`config.mk`:
```
export PLATFORM = sky130hd
export DESIGN_NAME = decodeStage
export DESIGN_NICKNAME = d
export VERILOG_FILES = /design/src/rtl/isaPkg.sv /design/src/rtl/ctrlPkg.sv /design/src/rtl/instFields.sv /design/src/rtl/regFile.sv /design/src/rtl/operandForward.sv /design/src/rtl/decodeStage.sv
export SDC_FILE = /design/constraint.sdc
export NUM_CORES = 1
export LEC_CHECK = 0
export ABC_CLOCK_PERIOD_IN_PS = 11560
export BUFFER_PORTS_ARGS = -buffer_cell sky130_fd_sc_hd__buf_2
export CORE_MARGIN = 3
export CORE_UTILIZATION = 40
export DETAILED_ROUTE_END_ITERATION = 8
export PLACE_DENSITY_LB_ADDON = 0.05
export SETUP_SLACK_MARGIN = 0.15
export SLEW_MARGIN = 25
export SYNTH_ARGS = -nofsm -noshare
export SYNTH_HDL_FRONTEND = slang
export SYNTH_SLANG_ARGS = --single-unit
```
`constraint.sdc`:
```
create_clock -name clk -period 11.56 [get_ports clk]
set_input_delay 2.312 -clock clk [delete_from_list [all_inputs] [get_ports clk]]
set_output_delay 2.312 -clock clk [all_outputs]
set_load 0.01 [all_outputs]
```
`src/rtl/isaPkg.sv`:
```
package isaPkg;

    // Data and address width of the machine
    localparam int wordWidth = 16;

    typedef logic [wordWidth-1:0] wordT;

    localparam int regIdxWidth = 3;          // Eight architectural registers

    typedef logic [regIdxWidth-1:0] regIdxT;

    localparam regIdxT zeroReg = 3'd0;       // Always reads zero
    localparam regIdxT linkReg = 3'd7;       // Return address register

    // Instruction word layout
    localparam int opcodeHi = 15;
    localparam int opcodeLo = 12;

    localparam int rxHi = 11;                // Destination / second source
    localparam int rxLo = 9;
    localparam int ryHi = 8;                 // First source
    localparam int ryLo = 6;
    localparam int rzHi = 5;                 // Alternate second source
    localparam int rzLo = 3;

    localparam int immHi = 7;                // Overlaps rz on I-type
    localparam int immLo = 0;
    localparam int immWidth = immHi - immLo + 1;

    localparam int jumpHi = 11;              // J-type absolute field
    localparam int jumpLo = 0;
    localparam int jumpWidth = jumpHi - jumpLo + 1;

endpackage

```
`src/rtl/ctrlPkg.sv`:
```
package ctrlPkg;

    // Operand source chosen by the forwarding unit
    typedef enum logic [1:0] {
        fwdReg = 2'b00,                      // Register file value
        fwdExe = 2'b01,                      // ALU result in execute
        fwdMem = 2'b10,                      // Writeback data in memory stage
        fwdWb  = 2'b11                       // Writeback data in writeback stage
    } fwdSelT;

    localparam int ctrlWidth = 6;

    // Decode control vector from the main decoder
    typedef logic [ctrlWidth-1:0] decodeCtrlT;

    localparam int src1SelHi    = 5;
    localparam int src1SelLo    = 4;
    localparam int src2SelBit   = 3;         // 1 picks rz, 0 picks rx
    localparam int regDstBit    = 2;         // 1 picks link register
    localparam int extSignedBit = 1;
    localparam int extUpperBit  = 0;         // Overrides extSigned

    // First source register selection
    localparam logic [1:0] src1Ry   = 2'b00;
    localparam logic [1:0] src1Zero = 2'b01;
    localparam logic [1:0] src1Link = 2'b10;
    localparam logic [1:0] src1Rsvd = 2'b11; // Treated as ry

endpackage

```
`src/rtl/instFields.sv`:
```
`timescale 1ns/10ps

module instFields (
    input  isaPkg::wordT        inst,
    input  isaPkg::wordT        pc,
    input  ctrlPkg::decodeCtrlT ctrl,
    output isaPkg::regIdxT      ra,
    output isaPkg::regIdxT      rb,
    output isaPkg::regIdxT      rd,
    output isaPkg::wordT        immediate,
    output isaPkg::wordT        branchTarget,
    output isaPkg::wordT        jumpTarget
);

    import isaPkg::*;
    import ctrlPkg::*;

    localparam int fillWidth = wordWidth - immWidth;
    localparam wordT pcOffset = wordT'(2);   // PC already points past the branch

    logic [immWidth-1:0] immField;
    logic [1:0]          src1Sel;
    logic                signFill;

    assign immField = inst[immHi:immLo];
    assign src1Sel  = ctrl[src1SelHi:src1SelLo];

    // First source index
    always_comb begin
        case (src1Sel)
            src1Zero: ra = zeroReg;
            src1Link: ra = linkReg;          // Return through r7
            src1Ry,
            src1Rsvd: ra = inst[ryHi:ryLo];
            default:  ra = inst[ryHi:ryLo];
        endcase
    end

    assign rb = ctrl[src2SelBit] ? inst[rzHi:rzLo] : inst[rxHi:rxLo];
    assign rd = ctrl[regDstBit] ? linkReg : inst[rxHi:rxLo];

    assign signFill = ctrl[extSignedBit] & immField[immWidth-1];

    always_comb begin
        if (ctrl[extUpperBit]) begin
            immediate = {immField, {fillWidth{1'b0}}};  // Load-upper form
        end else begin
            immediate = {{fillWidth{signFill}}, immField};
        end
    end

    // Relative branch, wraps modulo the word size
    assign branchTarget = immediate + pc - pcOffset;

    // Absolute jump within the current 4K region
    assign jumpTarget = {pc[wordWidth-1:jumpWidth], inst[jumpHi:jumpLo]};

endmodule

```
`src/rtl/regFile.sv`:
```
`timescale 1ns/10ps

module regFile #(
    parameter int dataWidth = isaPkg::wordWidth
) (
    input  logic                 clk,
    input  logic                 reset,
    input  isaPkg::regIdxT       ra,
    input  isaPkg::regIdxT       rb,
    input  isaPkg::regIdxT       writeReg,
    input  logic                 regWrite,
    input  logic [dataWidth-1:0] writeData,
    output logic [dataWidth-1:0] busA,
    output logic [dataWidth-1:0] busB
);

    import isaPkg::*;

    localparam int numRegs = 2 ** $bits(regIdxT);

    logic [dataWidth-1:0] regs [numRegs];

    always_ff @(posedge clk) begin
        if (reset) begin
            for (int i = 0; i < numRegs; i++) begin
                regs[i] <= '0;
            end
        end else if (regWrite && (writeReg != zeroReg)) begin
            regs[writeReg] <= writeData;     // r0 writes dropped
        end
    end

    // Reads see the old value during a same-cycle write
    assign busA = (ra == zeroReg) ? '0 : regs[ra];
    assign busB = (rb == zeroReg) ? '0 : regs[rb];

endmodule

```
`src/rtl/operandForward.sv`:
```
`timescale 1ns/10ps

module operandForward #(
    parameter int dataWidth = isaPkg::wordWidth
) (
    input  logic [dataWidth-1:0] busA,
    input  logic [dataWidth-1:0] busB,
    input  logic [dataWidth-1:0] aluResultExe,
    input  logic [dataWidth-1:0] dataMem,
    input  logic [dataWidth-1:0] dataWb,
    input  ctrlPkg::fwdSelT      forwardA,
    input  ctrlPkg::fwdSelT      forwardB,
    output logic [dataWidth-1:0] valueA,
    output logic [dataWidth-1:0] valueB,
    output logic                 gt,
    output logic                 lt,
    output logic                 eq
);

    import ctrlPkg::*;

    function automatic logic [dataWidth-1:0] selectOperand(
        input fwdSelT               sel,
        input logic [dataWidth-1:0] regValue,
        input logic [dataWidth-1:0] exeValue,
        input logic [dataWidth-1:0] memValue,
        input logic [dataWidth-1:0] wbValue
    );
        case (sel)
            fwdExe:  return exeValue;
            fwdMem:  return memValue;
            fwdWb:   return wbValue;
            default: return regValue;
        endcase
    endfunction

    logic signed [dataWidth-1:0] signedA;
    logic signed [dataWidth-1:0] signedB;

    assign valueA = selectOperand(forwardA, busA, aluResultExe, dataMem, dataWb);
    assign valueB = selectOperand(forwardB, busB, aluResultExe, dataMem, dataWb);

    assign signedA = valueA;
    assign signedB = valueB;

    // Early branch resolution flags
    assign eq = (valueA == valueB);
    assign lt = (signedA < signedB);
    assign gt = (signedA > signedB);

endmodule

```
`src/rtl/decodeStage.sv`:
```
`timescale 1ns/10ps

module decodeStage (
    input  logic                clk,
    input  logic                reset,
    input  logic                regWrite,
    input  ctrlPkg::decodeCtrlT ctrl,
    input  ctrlPkg::fwdSelT     forwardA,
    input  ctrlPkg::fwdSelT     forwardB,
    input  isaPkg::wordT        inst,
    input  isaPkg::wordT        pc,
    input  isaPkg::wordT        aluResultExe,
    input  isaPkg::wordT        dataMem,
    input  isaPkg::wordT        dataWb,
    input  isaPkg::regIdxT      writeReg,
    output isaPkg::regIdxT      ra,
    output isaPkg::regIdxT      rb,
    output isaPkg::regIdxT      rd,
    output isaPkg::wordT        valueA,
    output isaPkg::wordT        valueB,
    output isaPkg::wordT        immediate,
    output isaPkg::wordT        branchTarget,
    output isaPkg::wordT        jumpTarget,
    output isaPkg::wordT        returnAddress,
    output logic                gt,
    output logic                lt,
    output logic                eq
);

    import isaPkg::*;

    logic [wordWidth-1:0] busA;              // Raw register reads
    logic [wordWidth-1:0] busB;

    // Index selection, immediate and targets
    instFields fields (
        .inst         (inst),
        .pc           (pc),
        .ctrl         (ctrl),
        .ra           (ra),
        .rb           (rb),
        .rd           (rd),
        .immediate    (immediate),
        .branchTarget (branchTarget),
        .jumpTarget   (jumpTarget)
    );

    regFile #(
        .dataWidth (wordWidth)
    ) regs (
        .clk       (clk),
        .reset     (reset),
        .ra        (ra),
        .rb        (rb),
        .writeReg  (writeReg),
        .regWrite  (regWrite),
        .writeData (dataWb),                 // Write port from writeback stage
        .busA      (busA),
        .busB      (busB)
    );

    // Bypass network and comparator
    operandForward #(
        .dataWidth (wordWidth)
    ) forward (
        .busA         (busA),
        .busB         (busB),
        .aluResultExe (aluResultExe),
        .dataMem      (dataMem),
        .dataWb       (dataWb),              // Covers the same-cycle write
        .forwardA     (forwardA),
        .forwardB     (forwardB),
        .valueA       (valueA),
        .valueB       (valueB),
        .gt           (gt),
        .lt           (lt),
        .eq           (eq)
    );

    assign returnAddress = valueA;           // Jump-register source

endmodule

```
Yosys cells after proc, flatten, opt, wreduce, memory -nomap -nowiden

Memories as Yosys holds them, arrays and structs flattened.
Cells that the tools add are included.

$add $sub $neg: 2
$lt $le $gt $ge: 2
Bitwise gates (word level): 1
Reduce and logical (&&, ||, !) cells: 7
Equality and inequality tests: 10
Mux-type cells: 16

Operator list:

| operator                                            | number |
|---|---|
| one-hot mux 16 bit (3 select lines)                 | 2 |
| two-way mux 16 bit                                  | 4 |
| adder 16 bit                                        | 1 |
| == test 16 bit                                      | 1 |
| greater-than comparator 16 bit                      | 1 |
| < comparator 16 bit                                 | 1 |
| OR reduction 16 bit                                 | 1 |
| subtractor 16 x 2 -> 16 bit (second input constant) | 1 |
| == test 2 bit (second input constant)               | 6 |
| two-way mux 3 bit                                   | 3 |
| one-hot mux 3 bit (3 select lines)                  | 1 |
| == test 2 x 1 -> 1 bit (second input constant)      | 3 |
| zero test 3 bit                                     | 2 |
| two-way mux 1 bit                                   | 6 |
| nonzero test 3 bit                                  | 1 |
| zero test 2 bit                                     | 1 |
| OR reduction 2 bit                                  | 1 |
| bitwise AND 1 bit                                   | 1 |
| logical AND 1 bit                                   | 1 |

Bits of input ports: 96
Output and inout port bits: 108
Word-level logic and storage cells: 39
RAM bits: 128
Memories kept: 1
Register bits after elaboration: 0

Memory list:

| memory    | depth | width | read ports | clocked after memory_dff | write ports | RTL line      | source |
|---|---|---|---|---|---|---|---|
| regs.regs | 8     | 16    | 2          | 0                        | 8           | regFile.sv:21 | `logic [dataWidth-1:0] regs [numRegs];` |

Longest topological paths before layout

Depth in word-level cells: 7
Gate-level depth with buffers: 20
Depth with buffers taken out: 16

Modules after synthesis

A second synthesis with hierarchy kept.

Cells, all modules: 823
Area, all modules: 9019.9 um^2

By module, submodules not included:

| module         | area an instance (um^2) | cells an instance | times used | seq. area each (um^2) |
|---|---|---|---|---|
| regFile        | 6169.7                  | 468               | 1          | 3363.2 |
| instFields     | 1512.7                  | 236               | 1          | 0.0 |
| operandForward | 1217.4                  | 103               | 1          | 0.0 |
| decodeStage    | 120.1                   | 16                | 1          | 0.0 |

Worst setup path before layout

Ideal clock, no wire load.

Path type: input to output
Start point: input ctrl[4]
End point: output gt
Data required time: 9.248 ns
Slack: 3.444 ns
Cell stages on the path: 18
Data arrival time: 5.804 ns
Path buffers: 2
Path through: inv_1 > ha_1 > a21oi_4 > or2_1 > buf_4 > inv_2 > buf_6 > nand2_1 > a21oi_1 > nor3_1 > a2111oi_0 > ha_1 > nand2_1 > o21a_1 > o31ai_1 > a211oi_1 > mux2i_1 > nor2_1

Longest elaborated chain between the ends: 7
Elaborated cells on any way between the ends: 11
Classes of those cells: 1 x order compare; 3 x eq/ne; 3 x mux; 3 x reduce/logical; 1 x memory

RTL lines:

| what                                                        | RTL line             | source |
|---|---|---|
| start: declaration                                          | decodeStage.sv:7     | `input ctrlPkg::decodeCtrlT ctrl,` |
| == test 2 bit or zero test 2 bit (tied branches)            | instFields.sv:30     | `case (src1Sel)` |
| OR reduction 2 bit                                          | instFields.sv:30     |  |
| one-hot mux 3 bit (3 select lines) *                        | instFields.sv:30     |  |
| memory read (8 x 16 bit) or zero test 3 bit (tied branches) | --                   |  |
| two-way mux 16 bit *                                        | regFile.sv:34        | `assign busA = (ra == zeroReg) ? '0 : regs[ra];` |
| one-hot mux 16 bit (3 select lines) *                       | operandForward.sv:29 | `case (sel)` |
| net returnAddress[6]                                        | decodeStage.sv:24    | `output isaPkg::wordT returnAddress,` |
| greater-than comparator 16 bit *                            | operandForward.sv:49 | `assign gt = (signedA > signedB);` |
| end: declaration                                            | decodeStage.sv:25    | `output logic gt,` |

Mark *: on every way through the listed nets, which the timed path passes. The rest lies on a longest branch.

Final worst setup path

Start point: input ctrl[4]
End point: output gt

Longest elaborated chain between the ends: 7
Elaborated cells on any way between the ends: 11
Classes of those cells: 1 x order compare; 3 x eq/ne; 3 x mux; 3 x reduce/logical; 1 x memory

RTL lines:

| what                                                        | RTL line |
|---|---|
| == test 2 bit or zero test 2 bit (tied branches)            | instFields.sv:30 |
| OR reduction 2 bit                                          | instFields.sv:30 |
| one-hot mux 3 bit (3 select lines) *                        | instFields.sv:30 |
| memory read (8 x 16 bit) or zero test 3 bit (tied branches) | -- |
| two-way mux 16 bit *                                        | regFile.sv:34 |
| one-hot mux 16 bit (3 select lines) *                       | operandForward.sv:29 |
| greater-than comparator 16 bit *                            | operandForward.sv:49 |

Every way passes the cells marked *; elsewhere a longest branch is shown, timed or not.

==> impl_metrics.env <==
export IMPL_synthesis_area_mm2=0.00915
export IMPL_report_final_hold_viol_count=0
export IMPL_hp_class="in -> reg"
export IMPL_ant_nets=0
export IMPL_synth_area_per_cell_um2=8.80
export IMPL_synth_edf_count=112
export IMPL_post_place_ws_ns=1.97
export IMPL_worst_slew_pin_transition_ns=1.06
export IMPL_die_area_mm2=0.0247
export IMPL_fp_row_count=54
export IMPL_cp_cell_sequence="buf_2, inv_1, ha_1, and2_1, o21ai_2, inv_1, buf_4, a21oi_1, nor3_1, a2111oi_1, ha_1, a21oi_1, o21ai_0, a211oi_1, mux2i_1, nor2_1, buf_2"
export IMPL_muxShareOfSynthArea=0.0633
export IMPL_synthTopCellsByArea="edfxtp_1 37%, and2_1 8.3%, ha_1 6.4%, nand2_1 5.8%, a21oi_1 3.6%"
export IMPL_ys_flop_type="edfxtp_1"
export IMPL_synth_compound_area_share=0.179
export IMPL_start_util=0.413
export IMPL_slew_violations=0
export IMPL_crit_path_max_incr_delay_ns=0.81
export IMPL_synthSimpleGateAreaFrac=0.222
export IMPL_cpMaxStageDelayCell="o21ai_2"
export IMPL_cts_setup_buffers=0
export IMPL_clock_sinks=112
export IMPL_synthAdderAreaFrac=0.0665
export IMPL_antenna_found_initial=1
export IMPL_crit_arrival_ns=7.38
export IMPL_wl_per_cell_um=23.4
export IMPL_synthXorXnorAreaFrac=0.0134
export IMPL_crit_family="compound AO/OA/AOI/OAI gates"
export IMPL_drtIter0Drc=812
export IMPL_htree_levels=3
export IMPL_num_io_pins=204
export IMPL_syn_inst=1039
export IMPL_regMostFlops="regs.regs"
export IMPL_cts_resized_gates=0
export IMPL_gp_congestion=0.862
export IMPL_grt_pass1_vias=7807
export IMPL_synth_top_cell_area_share=0.368
export IMPL_synth_cell_type_count=62
export IMPL_power_mw=1.25
export IMPL_fin_nets=1316
export IMPL_dp_final_hpwl_mm=22.3
export IMPL_crit_type="in -> out"
export IMPL_maxCapViolCount=0
export IMPL_seq_area_frac_synth=0.368
export IMPL_drc=0
export IMPL_synth_top_family_by_area="simple AND/OR/NAND/NOR gates"
export IMPL_setup_viol=0
export IMPL_critPathLaunchType="input pin"
export IMPL_critPathCapture="gt"
export IMPL_min_period_ns=9.69
export IMPL_die_h_um=157
export IMPL_yosysMostFrequentCell="nand2_1"
export IMPL_port_buffers=199
export IMPL_drt_wl_total_mm=34.1
export IMPL_grt_max_degree=35
export IMPL_final_core_util=0.471
export IMPL_hold_buffers=0
export IMPL_worstSetupPathDepth=17
export IMPL_vias=8479
export IMPL_root_buffer="clkbuf_16"
export IMPL_crit_fanout=16
export IMPL_required_ns=9.25
export IMPL_ys_ff_latch=112
export IMPL_reg_top3="regs.regs: 112 flops"
export IMPL_die_x_um=157
export IMPL_grt_pass1_wl_mm=48.9
export IMPL_status="complete, no violations"
export IMPL_overflow=0
export IMPL_critPathBufInv=5
export IMPL_setup_ws_ns=1.87
export IMPL_clock_fmax_mhz=103
export IMPL_min_period_over_period=0.838
export IMPL_yosys_area_top_type="edfxtp_1"
export IMPL_crit_start="ctrl[4]"
export IMPL_design_core_area_mm2=0.0222
export IMPL_cts_tree="yes"
export IMPL_rsz0062_at_grt="no"
export IMPL_async_flop_share=0
export IMPL_max_slew_margin=0.293
export IMPL_cts_buffer_depth=2
export IMPL_yosysWarnings=0
export IMPL_cts_made_buffers=9
export IMPL_largest_reg_flops=112
export IMPL_drt_pass1_iterations=6
export IMPL_end_kind="primary output"
export IMPL_peakVddDrop_uv=80.0
export IMPL_grt_use_total=0.269
export IMPL_clk_pin_slew_worst_paths_ns=0.08
export IMPL_synth_fp_nets=1183
export IMPL_area_growth_pct=14.1
export IMPL_power_per_cell_area_mw_per_mm2=120
export IMPL_tns_ns=0
export IMPL_ys_top_cells_by_count="142 x nand2_1, 121 x and2_1, 112 x edfxtp_1, 68 x inv_1, 65 x a21oi_1"
export IMPL_p_leak_nw=4.52
export IMPL_vias_per_cell=5.82
export IMPL_drive_gt1_frac=0.245
==> through the flow <==
stage / instances / area [µm²] / hold slack [ns]
after floorplan: 1039 / 9150 / 2.51
after global placement: 1441 / 10100 / 2.69
after detailed placement: 1441 / 10100 / 2.70
after CTS: 1457 / 10400 / 2.32
after global routing: 1457 / 10400 / 2.34
final: 1458 / 10400 / 2.33
==> cells by family after synthesis <==
| family | count (synthesis) |
|---|---|
| buffers and inverters | 168 |
| AOI/OAI and AO/OA | 243 |
| muxes | 48 |
| adders and majority gates | 48 |
| and+or+nand+nor | 406 |
| xor gates and xnor gates | 14 |
| DFF | 112 |
==> how the worst min path moves through the flow <==
stage,startpoint,to,slack [ns],depth (start not counted)
after floorplan,dataWb[0],regs.regs[1][0],2.51,1
after global placement,dataWb[4],regs.regs[1][4],2.69,2
after detailed placement,dataWb[4],regs.regs[5][4],2.70,2
after CTS,dataWb[4],regs.regs[2][4],2.32,2
final,dataWb[4],regs.regs[5][4],2.33,2
after global routing,dataWb[2],regs.regs[7][2],2.34,2
==> power breakdown <==
part	internal, mW	switching (mW)	leakage (nW)
clock network	0.171	0.165	0.144
registers	0.473	0.0142	1.07
logic	0.159	0.265	3.30
==> routing by layer <==
| layer | part of all wire | GRT usage | up-vias |
|---|---|---|---|
| met5 | 0 | 0 | - |
| met4 | 0.023 | 0.0868 | 0 |
| met3 | 0.086 | 0.0360 | 50 |
| met2 | 0.46 | 0.421 | 445 |
| met1 | 0.44 | 0.386 | 4042 |
| li1 | - | - | 3942 |
==> cell usage in the layout, fill, tap and decap left out, types with 4 or more instances in the layout <==
cell type,Yosys,final
and2_1,121,121
a21o_1,9,9
o21ai_1,11,10
a211o_1,5,5
and3_1,12,12
nor2b_1,4,4
mux2i_1,23,23
clkbuf_16,0,9
mux2_2,17,17
a211oi_1,32,32
nand2b_1,13,13
nand3_1,36,36
a31o_1,4,4
nor2_1,42,37
o32ai_1,4,4
xnor2_1,10,10
or3_1,4,4
nand4_1,5,5
edfxtp_1,112,112
o31ai_1,6,6
buf_2,18,199
a31oi_1,5,5
a221oi_1,5,5
xor2_1,4,4
o211ai_1,22,22
nor2_2,1,5
nor3_1,9,8
or2_2,11,11
inv_1,68,68
a21oi_1,65,65
a22o_1,4,4
o21ai_0,38,37
inv_2,9,9
buf_4,35,14
o21a_1,4,4
nand2_1,142,142
o221ai_1,12,12
ha_1,47,47
==> cell type report <==
class / count / area (µm²)
Antenna cell: 1 / 2.50
Clock buffer: 9 / 225
Multi-Input combinational cell: 759 / 5030
Inverter: 77 / 289
Sequential cell: 112 / 3360
Tap cell: 280 / 350
Clock inverter: 7 / 78.8
Fill cell: 2222 / 11700
Timing Repair Buffer: 213 / 1100
(Power assumes the default switching activity.)
